**config.mk**
```make
export PLATFORM = sky130hd
export DESIGN_NAME = i3c_bus_monitor_top
export DESIGN_NICKNAME = d
export VERILOG_FILES = /design/src/hdl/i3c_bus_pkg.sv /design/src/hdl/monitor_cfg_pkg.sv /design/src/hdl/bus_line_if.sv /design/src/hdl/bus_sampler.sv /design/src/hdl/bus_condition_detector.sv /design/src/hdl/hdr_exit_detector.sv /design/src/hdl/event_credit_tx.sv /design/src/hdl/monitor_regs.sv /design/src/hdl/i3c_bus_monitor_top.sv
export SDC_FILE = /design/constraint.sdc
export NUM_CORES = 1
export LEC_CHECK = 0
export ABC_AREA = 1
export BUFFER_PORTS_ARGS = -buffer_cell sky130_fd_sc_hd__buf_2
export CORE_ASPECT_RATIO = 2
export CORE_MARGIN = 2
export CORE_UTILIZATION = 30
export DETAILED_ROUTE_END_ITERATION = 6
export PLACE_DENSITY_LB_ADDON = 0.15
export SLEW_MARGIN = 20
export SYNTH_ARGS = -nofsm -noshare
export SYNTH_HDL_FRONTEND = slang
export SYNTH_SLANG_ARGS = --single-unit
```
**constraint.sdc**
```tcl
create_clock -name i_sys_clk -period 3.08 [get_ports i_sys_clk]
set_clock_uncertainty 0.2 [all_clocks]
set_input_delay 0.154 -clock i_sys_clk [delete_from_list [all_inputs] [get_ports i_sys_clk]]
set_output_delay 0.154 -clock i_sys_clk [all_outputs]
set_load 0.01 [all_outputs]
```
**src/hdl/i3c_bus_pkg.sv**
```systemverilog
package i3c_bus_pkg;

   // *********************************************************************
   // Bus events reported to the consumer
   // *********************************************************************

   // The code value is also the bit index into the event mask
   typedef enum logic [1:0]
   {
      EVT_START       = 2'd0,
      EVT_STOP        = 2'd1,
      EVT_HDR_EXIT    = 2'd2,
      EVT_HDR_RESTART = 2'd3
   } evt_code_t;

   localparam int STAMP_WIDTH = 16;  // Cycle timestamp attached to each event

   // *********************************************************************
   // HDR exit and restart pattern
   // *********************************************************************

   // SDA falls counted while SCL is held low before the closing STOP or START
   localparam int HDR_EXIT_FALLS = 4;

   localparam int HDR_FALL_CNT_W = $clog2(HDR_EXIT_FALLS + 1);

endpackage

```
**src/hdl/monitor_cfg_pkg.sv**
```systemverilog
package monitor_cfg_pkg;

   // *********************************************************************
   // Register map
   // *********************************************************************

   localparam logic [2:0] REG_CTRL     = 3'd0;
   localparam logic [2:0] REG_FILTER   = 3'd1;
   localparam logic [2:0] REG_EVT_MASK = 3'd2;
   localparam logic [2:0] REG_DROP_CNT = 3'd3;

   // Bit positions inside CTRL
   localparam int CTRL_ENABLE_BIT = 0;
   localparam int CTRL_HDR_BIT    = 1;

   localparam int DROP_CNT_W = 8;  // Saturates at all ones

   // *********************************************************************
   // Configuration seen by the detection logic
   // *********************************************************************

   typedef struct packed
   {
      logic       enable;
      logic       hdr_active;    // Set by software, cleared on HDR exit
      logic [2:0] filter_depth;  // Extra stable cycles before a line change is accepted
      logic [3:0] evt_mask;      // One enable bit per event code
   } cfg_t;

endpackage

```
**src/hdl/bus_line_if.sv**
```systemverilog
interface bus_line_if;

   // Filtered line levels
   logic scl;
   logic sda;

   // One cycle strobes, high in the cycle the filtered level has just changed
   logic scl_rise;
   logic scl_fall;
   logic sda_rise;
   logic sda_fall;

   modport source
   (
      output scl, sda, scl_rise, scl_fall, sda_rise, sda_fall
   );

   modport sink
   (
      input scl, sda, scl_rise, scl_fall, sda_rise, sda_fall
   );

endinterface

```
**src/hdl/bus_sampler.sv**
```systemverilog
module bus_sampler
(
   input  logic                  i_sys_clk,
   input  logic                  i_sys_rst,
   input  logic                  i_scl,
   input  logic                  i_sda,
   input  monitor_cfg_pkg::cfg_t i_cfg,
   bus_line_if.source            o_line
);

   // Bit 0 is SCL and bit 1 is SDA in every vector below
   logic [1:0]      meta_q;
   logic [1:0]      sync_q;
   logic [1:0]      filt_q;
   logic [1:0]      rise_q;
   logic [1:0]      fall_q;
   logic [1:0][2:0] stable_cnt_q;

   always_ff @(posedge i_sys_clk or negedge i_sys_rst)
   begin
      if (!i_sys_rst)
      begin
         meta_q       <= 2'b11;  // Idle bus reads high on both lines
         sync_q       <= 2'b11;
         filt_q       <= 2'b11;
         rise_q       <= '0;
         fall_q       <= '0;
         stable_cnt_q <= '0;
      end
      else
      begin
         meta_q <= {i_sda, i_scl};
         sync_q <= meta_q;
         for (int i = 0; i < 2; i++)
         begin
            rise_q[i] <= 1'b0;
            fall_q[i] <= 1'b0;
            if (!i_cfg.enable)
            begin
               filt_q[i]       <= sync_q[i];  // Track the pins quietly
               stable_cnt_q[i] <= '0;
            end
            else if (sync_q[i] == filt_q[i])
               stable_cnt_q[i] <= '0;  // Glitch gone, start over
            else if (stable_cnt_q[i] >= i_cfg.filter_depth)
            begin
               filt_q[i]       <= sync_q[i];
               rise_q[i]       <= sync_q[i];
               fall_q[i]       <= !sync_q[i];
               stable_cnt_q[i] <= '0;
            end
            else
               stable_cnt_q[i] <= stable_cnt_q[i] + 3'd1;
         end
      end
   end

   assign o_line.scl      = filt_q[0];
   assign o_line.sda      = filt_q[1];
   assign o_line.scl_rise = rise_q[0];
   assign o_line.scl_fall = fall_q[0];
   assign o_line.sda_rise = rise_q[1];
   assign o_line.sda_fall = fall_q[1];

endmodule

```
**src/hdl/bus_condition_detector.sv**
```systemverilog
module bus_condition_detector
(
   input  logic                  i_sys_clk,
   input  logic                  i_sys_rst,
   bus_line_if.sink              i_line,
   input  monitor_cfg_pkg::cfg_t i_cfg,
   output logic                  o_start,
   output logic                  o_stop
);

   logic scl_steady_high;
   logic start_seen;
   logic stop_seen;

   // SCL must already be high, not rising in the same cycle as the SDA edge
   assign scl_steady_high = i_line.scl && !i_line.scl_rise;

   // A repeated START looks the same on the wires and gets the same code
   assign start_seen = i_line.sda_fall && scl_steady_high;
   assign stop_seen  = i_line.sda_rise && scl_steady_high;

   always_ff @(posedge i_sys_clk or negedge i_sys_rst)
   begin
      if (!i_sys_rst)
      begin
         o_start <= 1'b0;
         o_stop  <= 1'b0;
      end
      else
      begin
         o_start <= i_cfg.enable && start_seen;
         o_stop  <= i_cfg.enable && stop_seen;
      end
   end

endmodule

```
**src/hdl/hdr_exit_detector.sv**
```systemverilog
module hdr_exit_detector
(
   input  logic                  i_sys_clk,
   input  logic                  i_sys_rst,
   bus_line_if.sink              i_line,
   input  monitor_cfg_pkg::cfg_t i_cfg,
   input  logic                  i_start,
   input  logic                  i_stop,
   output logic                  o_hdr_exit,
   output logic                  o_hdr_restart
);

   import i3c_bus_pkg::*;

   typedef enum logic [1:0]
   {
      S_COUNT,     // Counting SDA falls under a low SCL
      S_ARMED,     // Pattern seen, waiting for SCL to go high
      S_SCL_HIGH   // SCL high, the next SDA edge decides exit or restart
   } state_t;

   state_t                    state_q;
   logic [HDR_FALL_CNT_W-1:0] fall_cnt_q;
   logic                      hdr_watch;
   logic                      low_fall;

   assign hdr_watch = i_cfg.enable && i_cfg.hdr_active;
   assign low_fall  = i_line.sda_fall && !i_line.scl;

   // *********************************************************************
   // Exit pattern FSM
   // *********************************************************************

   always_ff @(posedge i_sys_clk or negedge i_sys_rst)
   begin
      if (!i_sys_rst)
      begin
         state_q       <= S_COUNT;
         fall_cnt_q    <= '0;
         o_hdr_exit    <= 1'b0;
         o_hdr_restart <= 1'b0;
      end
      else
      begin
         o_hdr_exit    <= 1'b0;
         o_hdr_restart <= 1'b0;
         if (!hdr_watch)
         begin
            state_q    <= S_COUNT;
            fall_cnt_q <= '0;
         end
         else
         begin
            case (state_q)
               S_COUNT:
               begin
                  if (i_line.scl_rise)
                     fall_cnt_q <= '0;  // Normal HDR clocking, not an exit
                  else if (low_fall)
                  begin
                     if (fall_cnt_q == HDR_FALL_CNT_W'(HDR_EXIT_FALLS - 1))
                     begin
                        fall_cnt_q <= '0;
                        state_q    <= S_ARMED;
                     end
                     else
                        fall_cnt_q <= fall_cnt_q + 1'b1;
                  end
               end

               S_ARMED:
               begin
                  if (i_line.scl_rise)
                     state_q <= S_SCL_HIGH;
               end

               S_SCL_HIGH:
               begin
                  if (i_stop)
                  begin
                     o_hdr_exit <= 1'b1;
                     state_q    <= S_COUNT;
                  end
                  else if (i_start)
                  begin
                     o_hdr_restart <= 1'b1;
                     state_q       <= S_COUNT;
                  end
                  // An SCL pulse without STOP or START drops the pattern
                  else if (i_line.scl_fall)
                     state_q <= S_COUNT;
               end

               default:
                  state_q <= S_COUNT;
            endcase
         end
      end
   end

endmodule

```
**src/hdl/event_credit_tx.sv**
```systemverilog
module event_credit_tx
#(
   parameter int EVENT_DEPTH = 8
)
(
   input  logic                                i_sys_clk,
   input  logic                                i_sys_rst,
   input  monitor_cfg_pkg::cfg_t               i_cfg,
   input  logic                                i_start,
   input  logic                                i_stop,
   input  logic                                i_hdr_exit,
   input  logic                                i_hdr_restart,
   input  logic                                i_evt_credit,
   output logic                                o_evt_valid,
   output i3c_bus_pkg::evt_code_t              o_evt_code,
   output logic [i3c_bus_pkg::STAMP_WIDTH-1:0] o_evt_stamp,
   output logic                                o_drop
);

   import i3c_bus_pkg::*;

   localparam int PTR_W    = $clog2(EVENT_DEPTH);
   localparam int CREDIT_W = 8;

   logic [STAMP_WIDTH-1:0] stamp_q;
   evt_code_t              mem_code  [EVENT_DEPTH];
   logic [STAMP_WIDTH-1:0] mem_stamp [EVENT_DEPTH];
   logic [PTR_W:0]         wr_ptr_q;
   logic [PTR_W:0]         rd_ptr_q;
   logic [CREDIT_W-1:0]    credit_q;
   logic                   start_q;  // START and STOP wait one cycle for a possible HDR pulse
   logic                   stop_q;
   evt_code_t              sel_code;
   logic                   sel_valid;
   logic                   push;
   logic                   full;
   logic                   empty;
   logic                   send;

   // HDR events win over the START or STOP that completed them
   always_comb
   begin
      sel_valid = 1'b1;
      if (i_hdr_exit)
         sel_code = EVT_HDR_EXIT;
      else if (i_hdr_restart)
         sel_code = EVT_HDR_RESTART;
      else if (stop_q)
         sel_code = EVT_STOP;
      else if (start_q)
         sel_code = EVT_START;
      else
      begin
         sel_code  = EVT_START;
         sel_valid = 1'b0;
      end
   end

   assign push  = sel_valid && i_cfg.evt_mask[sel_code];
   assign empty = (wr_ptr_q == rd_ptr_q);
   assign full  = (wr_ptr_q[PTR_W] != rd_ptr_q[PTR_W]) &&
                  (wr_ptr_q[PTR_W-1:0] == rd_ptr_q[PTR_W-1:0]);
   assign send  = !empty && (credit_q != '0);

   // *********************************************************************
   // Pointers, credits and timestamp
   // *********************************************************************

   always_ff @(posedge i_sys_clk or negedge i_sys_rst)
   begin
      if (!i_sys_rst)
      begin
         stamp_q     <= '0;
         wr_ptr_q    <= '0;
         rd_ptr_q    <= '0;
         credit_q    <= '0;
         start_q     <= 1'b0;
         stop_q      <= 1'b0;
         o_evt_valid <= 1'b0;
         o_drop      <= 1'b0;
      end
      else
      begin
         stamp_q     <= stamp_q + 1'b1;
         start_q     <= i_start;
         stop_q      <= i_stop;
         o_evt_valid <= send;
         o_drop      <= push && full;
         if (push && !full)
            wr_ptr_q <= wr_ptr_q + 1'b1;
         if (send)
            rd_ptr_q <= rd_ptr_q + 1'b1;
         if (i_evt_credit && !send && credit_q != '1)
            credit_q <= credit_q + 1'b1;
         else if (!i_evt_credit && send)
            credit_q <= credit_q - 1'b1;
      end
   end

   // Queue storage and the output payload
   always_ff @(posedge i_sys_clk)
   begin
      if (push && !full)
      begin
         mem_code[wr_ptr_q[PTR_W-1:0]]  <= sel_code;
         mem_stamp[wr_ptr_q[PTR_W-1:0]] <= stamp_q;
      end
      if (send)
      begin
         o_evt_code  <= mem_code[rd_ptr_q[PTR_W-1:0]];
         o_evt_stamp <= mem_stamp[rd_ptr_q[PTR_W-1:0]];
      end
   end

endmodule

```
**src/hdl/monitor_regs.sv**
```systemverilog
module monitor_regs
(
   input  logic                  i_sys_clk,
   input  logic                  i_sys_rst,
   input  logic                  i_reg_wr,
   input  logic                  i_reg_rd,
   input  logic [2:0]            i_reg_addr,
   input  logic [7:0]            i_reg_wdata,
   output logic [7:0]            o_reg_rdata,
   input  logic                  i_hdr_exit,
   input  logic                  i_drop,
   output monitor_cfg_pkg::cfg_t o_cfg
);

   import monitor_cfg_pkg::*;

   cfg_t                  cfg_q;
   logic [DROP_CNT_W-1:0] drop_cnt_q;
   logic [7:0]            rd_mux;

   always_ff @(posedge i_sys_clk or negedge i_sys_rst)
   begin
      if (!i_sys_rst)
         cfg_q <= '0;
      else
      begin
         if (i_reg_wr && i_reg_addr == REG_CTRL)
         begin
            cfg_q.enable     <= i_reg_wdata[CTRL_ENABLE_BIT];
            cfg_q.hdr_active <= i_reg_wdata[CTRL_HDR_BIT];
         end
         if (i_hdr_exit)
            cfg_q.hdr_active <= 1'b0;  // The bus has left HDR, so this beats a write
         if (i_reg_wr && i_reg_addr == REG_FILTER)
            cfg_q.filter_depth <= i_reg_wdata[2:0];
         if (i_reg_wr && i_reg_addr == REG_EVT_MASK)
            cfg_q.evt_mask <= i_reg_wdata[3:0];
      end
   end

   always_ff @(posedge i_sys_clk or negedge i_sys_rst)
   begin
      if (!i_sys_rst)
         drop_cnt_q <= '0;
      else if (i_reg_wr && i_reg_addr == REG_DROP_CNT)
         drop_cnt_q <= '0;  // Any write clears
      else if (i_drop && drop_cnt_q != '1)
         drop_cnt_q <= drop_cnt_q + 1'b1;
   end

   always_comb
   begin
      rd_mux = '0;
      case (i_reg_addr)
         REG_CTRL:
         begin
            rd_mux[CTRL_ENABLE_BIT] = cfg_q.enable;
            rd_mux[CTRL_HDR_BIT]    = cfg_q.hdr_active;
         end
         REG_FILTER:   rd_mux[2:0] = cfg_q.filter_depth;
         REG_EVT_MASK: rd_mux[3:0] = cfg_q.evt_mask;
         REG_DROP_CNT: rd_mux      = drop_cnt_q;
         default:      rd_mux      = '0;
      endcase
   end

   always_ff @(posedge i_sys_clk or negedge i_sys_rst)
   begin
      if (!i_sys_rst)
         o_reg_rdata <= '0;
      else if (i_reg_rd)
         o_reg_rdata <= rd_mux;
   end

   assign o_cfg = cfg_q;

endmodule

```
**src/hdl/i3c_bus_monitor_top.sv**
```systemverilog
module i3c_bus_monitor_top
#(
   parameter int EVENT_DEPTH = 8
)
(
   input  logic                                i_sys_clk,
   input  logic                                i_sys_rst,
   input  logic                                i_scl,
   input  logic                                i_sda,
   input  logic                                i_reg_wr,
   input  logic                                i_reg_rd,
   input  logic [2:0]                          i_reg_addr,
   input  logic [7:0]                          i_reg_wdata,
   output logic [7:0]                          o_reg_rdata,
   input  logic                                i_evt_credit,
   output logic                                o_evt_valid,
   output i3c_bus_pkg::evt_code_t              o_evt_code,
   output logic [i3c_bus_pkg::STAMP_WIDTH-1:0] o_evt_stamp,
   output logic                                o_hdr_active
);

   import monitor_cfg_pkg::*;

   cfg_t cfg;
   logic start;
   logic stop;
   logic hdr_exit;
   logic hdr_restart;
   logic drop;

   bus_line_if line_bus ();

   bus_sampler u_sampler
   (
      .i_sys_clk (i_sys_clk),
      .i_sys_rst (i_sys_rst),
      .i_scl     (i_scl),
      .i_sda     (i_sda),
      .i_cfg     (cfg),
      .o_line    (line_bus)
   );

   bus_condition_detector u_cond
   (
      .i_sys_clk (i_sys_clk),
      .i_sys_rst (i_sys_rst),
      .i_line    (line_bus),
      .i_cfg     (cfg),
      .o_start   (start),
      .o_stop    (stop)
   );

   hdr_exit_detector u_hdr_exit
   (
      .i_sys_clk     (i_sys_clk),
      .i_sys_rst     (i_sys_rst),
      .i_line        (line_bus),
      .i_cfg         (cfg),
      .i_start       (start),
      .i_stop        (stop),
      .o_hdr_exit    (hdr_exit),
      .o_hdr_restart (hdr_restart)
   );

   event_credit_tx #(.EVENT_DEPTH(EVENT_DEPTH)) u_evt_tx
   (
      .i_sys_clk     (i_sys_clk),
      .i_sys_rst     (i_sys_rst),
      .i_cfg         (cfg),
      .i_start       (start),
      .i_stop        (stop),
      .i_hdr_exit    (hdr_exit),
      .i_hdr_restart (hdr_restart),
      .i_evt_credit  (i_evt_credit),
      .o_evt_valid   (o_evt_valid),
      .o_evt_code    (o_evt_code),
      .o_evt_stamp   (o_evt_stamp),
      .o_drop        (drop)
   );

   monitor_regs u_regs
   (
      .i_sys_clk   (i_sys_clk),
      .i_sys_rst   (i_sys_rst),
      .i_reg_wr    (i_reg_wr),
      .i_reg_rd    (i_reg_rd),
      .i_reg_addr  (i_reg_addr),
      .i_reg_wdata (i_reg_wdata),
      .o_reg_rdata (o_reg_rdata),
      .i_hdr_exit  (hdr_exit),
      .i_drop      (drop),
      .o_cfg       (cfg)
   );

   assign o_hdr_active = cfg.hdr_active;

endmodule

```
==> results by stage <==
Pwr:
- The register share of total power is 0.421.
- The peak ir drop on the vdd network is 0.4185 mV.
- For this design the total switching power over the nets is 3359 uW.
- The share of power burned in the clock network is 0.289.
- Power comes to 9777 uW.
- The relative contribution of combinational cells to total power is 0.290.
- The power density over the cells is 793.7 nW/um^2.
- For this design the static power due to leakage is 0.005024 uW.
- Of the total power, the share spent switching nets is 0.3436.
- Cell internal power was estimated by the tool at 6418 uW.

Synthesis:
- The count of flip-flops with a built-in enable after synthesis is 162.
- The dominant synthesized flop cell is edfxtp_1.
- The library cell with the largest summed area after synthesis is edfxtp_1.
- The post-synthesis sequential element count is 248.
- The total nets after synthesis is 982.
- Of all flip-flops after synthesis, the portion carrying an async set or reset was 0.3468.
- In the post-synthesis netlist, the biggest area contributors are edfxtp_1, dfrtp_1, nand2_1.
- Synthesis produced 944 cells.
- The netlist area before placement is 10480 um^2.
- The Yosys step of the flow raised 0 warnings.
- The count of cell types in the netlist is 38.
- The post-synthesis average cell area is 11.10 um^2.
- Of the synthesized area, sequential elements account for 0.6705.
- The fraction of synthesized cell area taken by the top area cell type is 0.4643.

Placed design:
- The instance area at placement is 11360 um^2.
- Port buffering added 41 buffers.
- The congestion estimate from routability-driven global placement came to 0.7725.
- Once detailed placement completed, the half-perimeter wirelength came to 15.66 mm.

Routing:
- The iteration count of the initial detailed-routing pass is 6.
- The wire length reported by the detailed router is 24.53 mm.
- The detailed-route vias per instance is 4.674.
- The count of nets left with antenna violations once routing finished came out at 0.
- After detailed routing, the number of remaining DRC violations is 0.
- The first routing iteration left 390 violations.
- The per-cell routed wire length is 16.57 um.
- The number of vias after detailed routing is 6922.

CTS:
- Clock-pin slew was measured on the worst setup and hold paths at 0.06 ns.
- The cell at the root of the clock tree is clkbuf_16.
- The CTS sink count is 248.
- The number of levels in the clock H-tree is 1.
- The number of buffers created by CTS is 24.
- The post-CTS setup buffer count is 0.
- The CTS tree is done.
- No sink is reached through more buffers than the 3 on the longest clock path.
- Post-CTS repair changed the size of 0 cells.
- At the later pin of the worst-skew pair, clock insertion delay measures 0.53 ns.

GRT:
- The first global-routing pass estimated 38.80 mm of wire.
- The largest net degree at the start of global routing is 74.
- The via count of the first global-routing pass is 7183.
- The final global-route overflow total is 0.
- The global-route usage over all layers is 0.1396.
- The number of antenna violations at the first check in global routing is 0.

Timing:
- The final max-slew violation count was 0.
- The relative slew slack is 0.4599.
- The final-layout setup total negative slack is 0 ns.
- The slew of the pin with the lowest slew margin is 0.8101 ns.
- Dividing the final minimum period by the clock period gives 0.8583.
- The highest achievable clock rate is 0.3783 GHz.
- After layout, the minimum clock period comes to 2.644 ns.
- The number of hold-slack violations in the final timing report is 0.
- Setup violations remaining at the end of the flow were counted as 0.
- Setup repair after global routing left no endpoint under its margin.

Finish:
- The final net count is 1060.
- Of the cells placed in the final design, the portion with a size suffix greater than 1 is 0.1240.
- From synthesis to final layout, the design area changed by 17.58%.
- The number of inserted diodes is 0.
- With fillers left out, the area of the finished cells amounts to 12320 um^2.

Floorplanning:
- From left edge to right edge, the die measures 136.1 um.
- The full die area is 36520 um^2.
- The die is 268.3 um tall.
- Row generation in the floorplan step produced 96 rows.
- The initial utilization of the core area, before any placement, comes to 0.3050.
- The floorplan step defined a core boundary enclosing 34350 um^2.
- The top-level port count is 46.

Critical path:
- The startpoint of the worst register-to-register path is u_evt_tx.rd_ptr_q[0]$_DFFE_PN0P_.
- The endpoint identified for the worst register-to-register timing path is u_evt_tx.credit_q[7]$_DFFE_PN0P_.
- The arrival time reported for the critical path endpoint is 2.85 ns.
- The type of the setup path with the least slack is reg2reg.
- The slack of the worst reg-to-reg path is 0.44 ns.
- The maximum fanout along the worst path is 19.
- The startpoint kind of the worst setup timing path is a flip-flop.
- The endpoint kind of the worst setup timing path is a flip-flop.
- For the worst setup path, the data required time is 3.29 ns.
- The number of cell instances on the worst register-to-register path is 16.

Worst hold path:
- The path category of the worst min-delay check is in2async.

Flow run:
- The number of max-capacitance violations reported is 0.

Status:
- The flow ran to the end, and the final reports show no timing, DRC or antenna violations.
[power groups by stage]
stage	Clock, uW	Sequential (uW)	Combinational, uW
floorplan	0	4170	1940
global placement	0	4190	2890
detailed placement	0	4190	2900
CTS	2930	4120	2930
global route	3040	4150	3280
finish	2830	4120	2840
[area by class of cell]
cell class	count	area (um^2)
multi-input cells	581	3027
flip-flops and latches	248	7025
clock buffers	35	693.2
well taps	441	551.8
clock inverters	9	48.80
repair buffers	84	660.6
fillers	3515	22030
inverters	83	311.5
[worst max path at each step]
stage,start,endpoint,slack (ns),cells past startpoint
3_3_place_gp,u_evt_tx.rd_ptr_q[0]$_DFFE_PN0P_,u_evt_tx.credit_q[7]$_DFFE_PN0P_,0.38,16
6_report,u_evt_tx.rd_ptr_q[0]$_DFFE_PN0P_,u_evt_tx.credit_q[7]$_DFFE_PN0P_,0.44,16
2_1_floorplan,u_hdr_exit.o_hdr_restart$_DFF_PN0_,u_evt_tx.mem_code[3][0]$_DFFE_PP_,0.07,8
4_1_cts,u_evt_tx.rd_ptr_q[0]$_DFFE_PN0P_,u_evt_tx.credit_q[7]$_DFFE_PN0P_,0.40,16
3_5_place_dp,u_evt_tx.rd_ptr_q[0]$_DFFE_PN0P_,u_evt_tx.credit_q[7]$_DFFE_PN0P_,0.42,16
5_1_grt,u_evt_tx.rd_ptr_q[0]$_DFFE_PN0P_,u_evt_tx.credit_q[7]$_DFFE_PN0P_,0.14,18
[metal layers]
metal  share of wire  GRT usage
met1            0.36     0.1401
met4           0.028    0.05321
met3           0.031    0.01641
met5               0          0
met2            0.58     0.2830
[worst max-delay path, cell delays in order (launching register included)]
cell and delay, ns:
dfrtp_2 0.58, inv_2 0.07, nand2_2 0.07, nand2_2 0.06
nor2_4 0.14, nand2_4 0.10, nand2_8 0.10, nand2_8 0.12
ha_1 0.39, a21oi_1 0.19, o21ai_0 0.10, nor2_1 0.13
inv_1 0.06, nand2_2 0.07, nand2_1 0.05, nand2_1 0.05
nand2_1 0.05
[placed cells by master (no fill, tap or decap), drive strengths merged, types with 2 or more instances in the layout]
cell type / instances
a211oi: 2
a21oi: 7
buf: 62
clkbuf: 35
clkinv: 7
dfrtp: 80
dfstp: 6
dlygate4sd3: 22
edfxtp: 162
ha: 19
inv: 85
nand2: 181
nand3: 44
nand4: 10
nor2: 125
nor3: 9
o2111ai: 2
o211ai: 2
o21ai: 103
o22ai: 36
o31ai: 5
xnor2: 9
xor2: 20
[Yosys cell counts, types with 2 or more instances]
cell type,count
a211oi_1,2
a21oi_1,7
buf_2,5
buf_4,4
clkbuf_1,23
dfrtp_1,80
dfstp_2,6
edfxtp_1,162
ha_1,19
inv_1,80
inv_2,3
nand2_1,174
nand2_2,3
nand2_8,3
nand3_1,41
nand3_2,2
nand4_1,9
nor2_1,124
nor3_1,9
o2111ai_1,2
o211ai_1,2
o21ai_0,101
o21ai_2,2
o22ai_1,36
o31ai_1,5
xnor2_1,9
xor2_1,20
[metrics by stage]
stage          utilization  cells  setup WS [ns]  hold slack (ns)
6_report            0.3586   1481         0.4365          0.01682
5_1_grt             0.3586   1481         0.1425          0.05730
4_1_cts             0.3586   1481         0.4001          0.03862
3_5_place_dp        0.3306   1415         0.4167          0.05999
3_3_place_gp        0.3306   1415         0.3796          0.05971
2_1_floorplan            -    944        0.07096          -0.3416
[what timing repair did]
item | CTS | global route
endpoints found under the setup margin | 0 | 0
hold endpoints to repair | 79 | 0
hold buffers | 22 | 0
[logic make-up (layout without fill, tap and decap cells)]
| family | count (synthesis) | count (layout) | share of synthesized area |
|---|---|---|---|
| AOI/OAI and AO/OA | 160 | 160 | 0.08504 |
| xor gates and xnor gates | 29 | 29 | 0.02425 |
| adders and majority gates | 20 | 20 | 0.02460 |
| buffers and inverters | 115 | 211 | 0.04323 |
| DFF | 248 | 248 | 0.6705 |
| and+or+nand+nor | 372 | 372 | 0.1524 |
[registers in the layout, summed over array words and instances (netlist names), 2 cells and up]
| name | count |
|---|---|
| u_evt_tx.mem_code | 16 |
| u_evt_tx.rd_ptr_q | 4 |
| u_sampler.stable_cnt_q | 6 |
| u_sampler.fall_q | 2 |
| u_sampler.rise_q | 2 |
| u_evt_tx.stamp_q | 16 |
| u_evt_tx.credit_q | 8 |
| u_regs.o_reg_rdata | 8 |
| u_regs.o_cfg | 9 |
| u_evt_tx.mem_stamp | 128 |
| u_sampler.sync_q | 2 |
| u_hdr_exit.state_q | 2 |
| u_regs.drop_cnt_q | 8 |
| u_evt_tx.o_evt_stamp | 16 |
| u_hdr_exit.fall_cnt_q | 3 |
| u_evt_tx.o_evt_code | 2 |
| u_sampler.meta_q | 2 |
| u_evt_tx.wr_ptr_q | 4 |
| u_sampler.filt_q | 2 |
No activity file was read; power rests on OpenSTA's default activity.
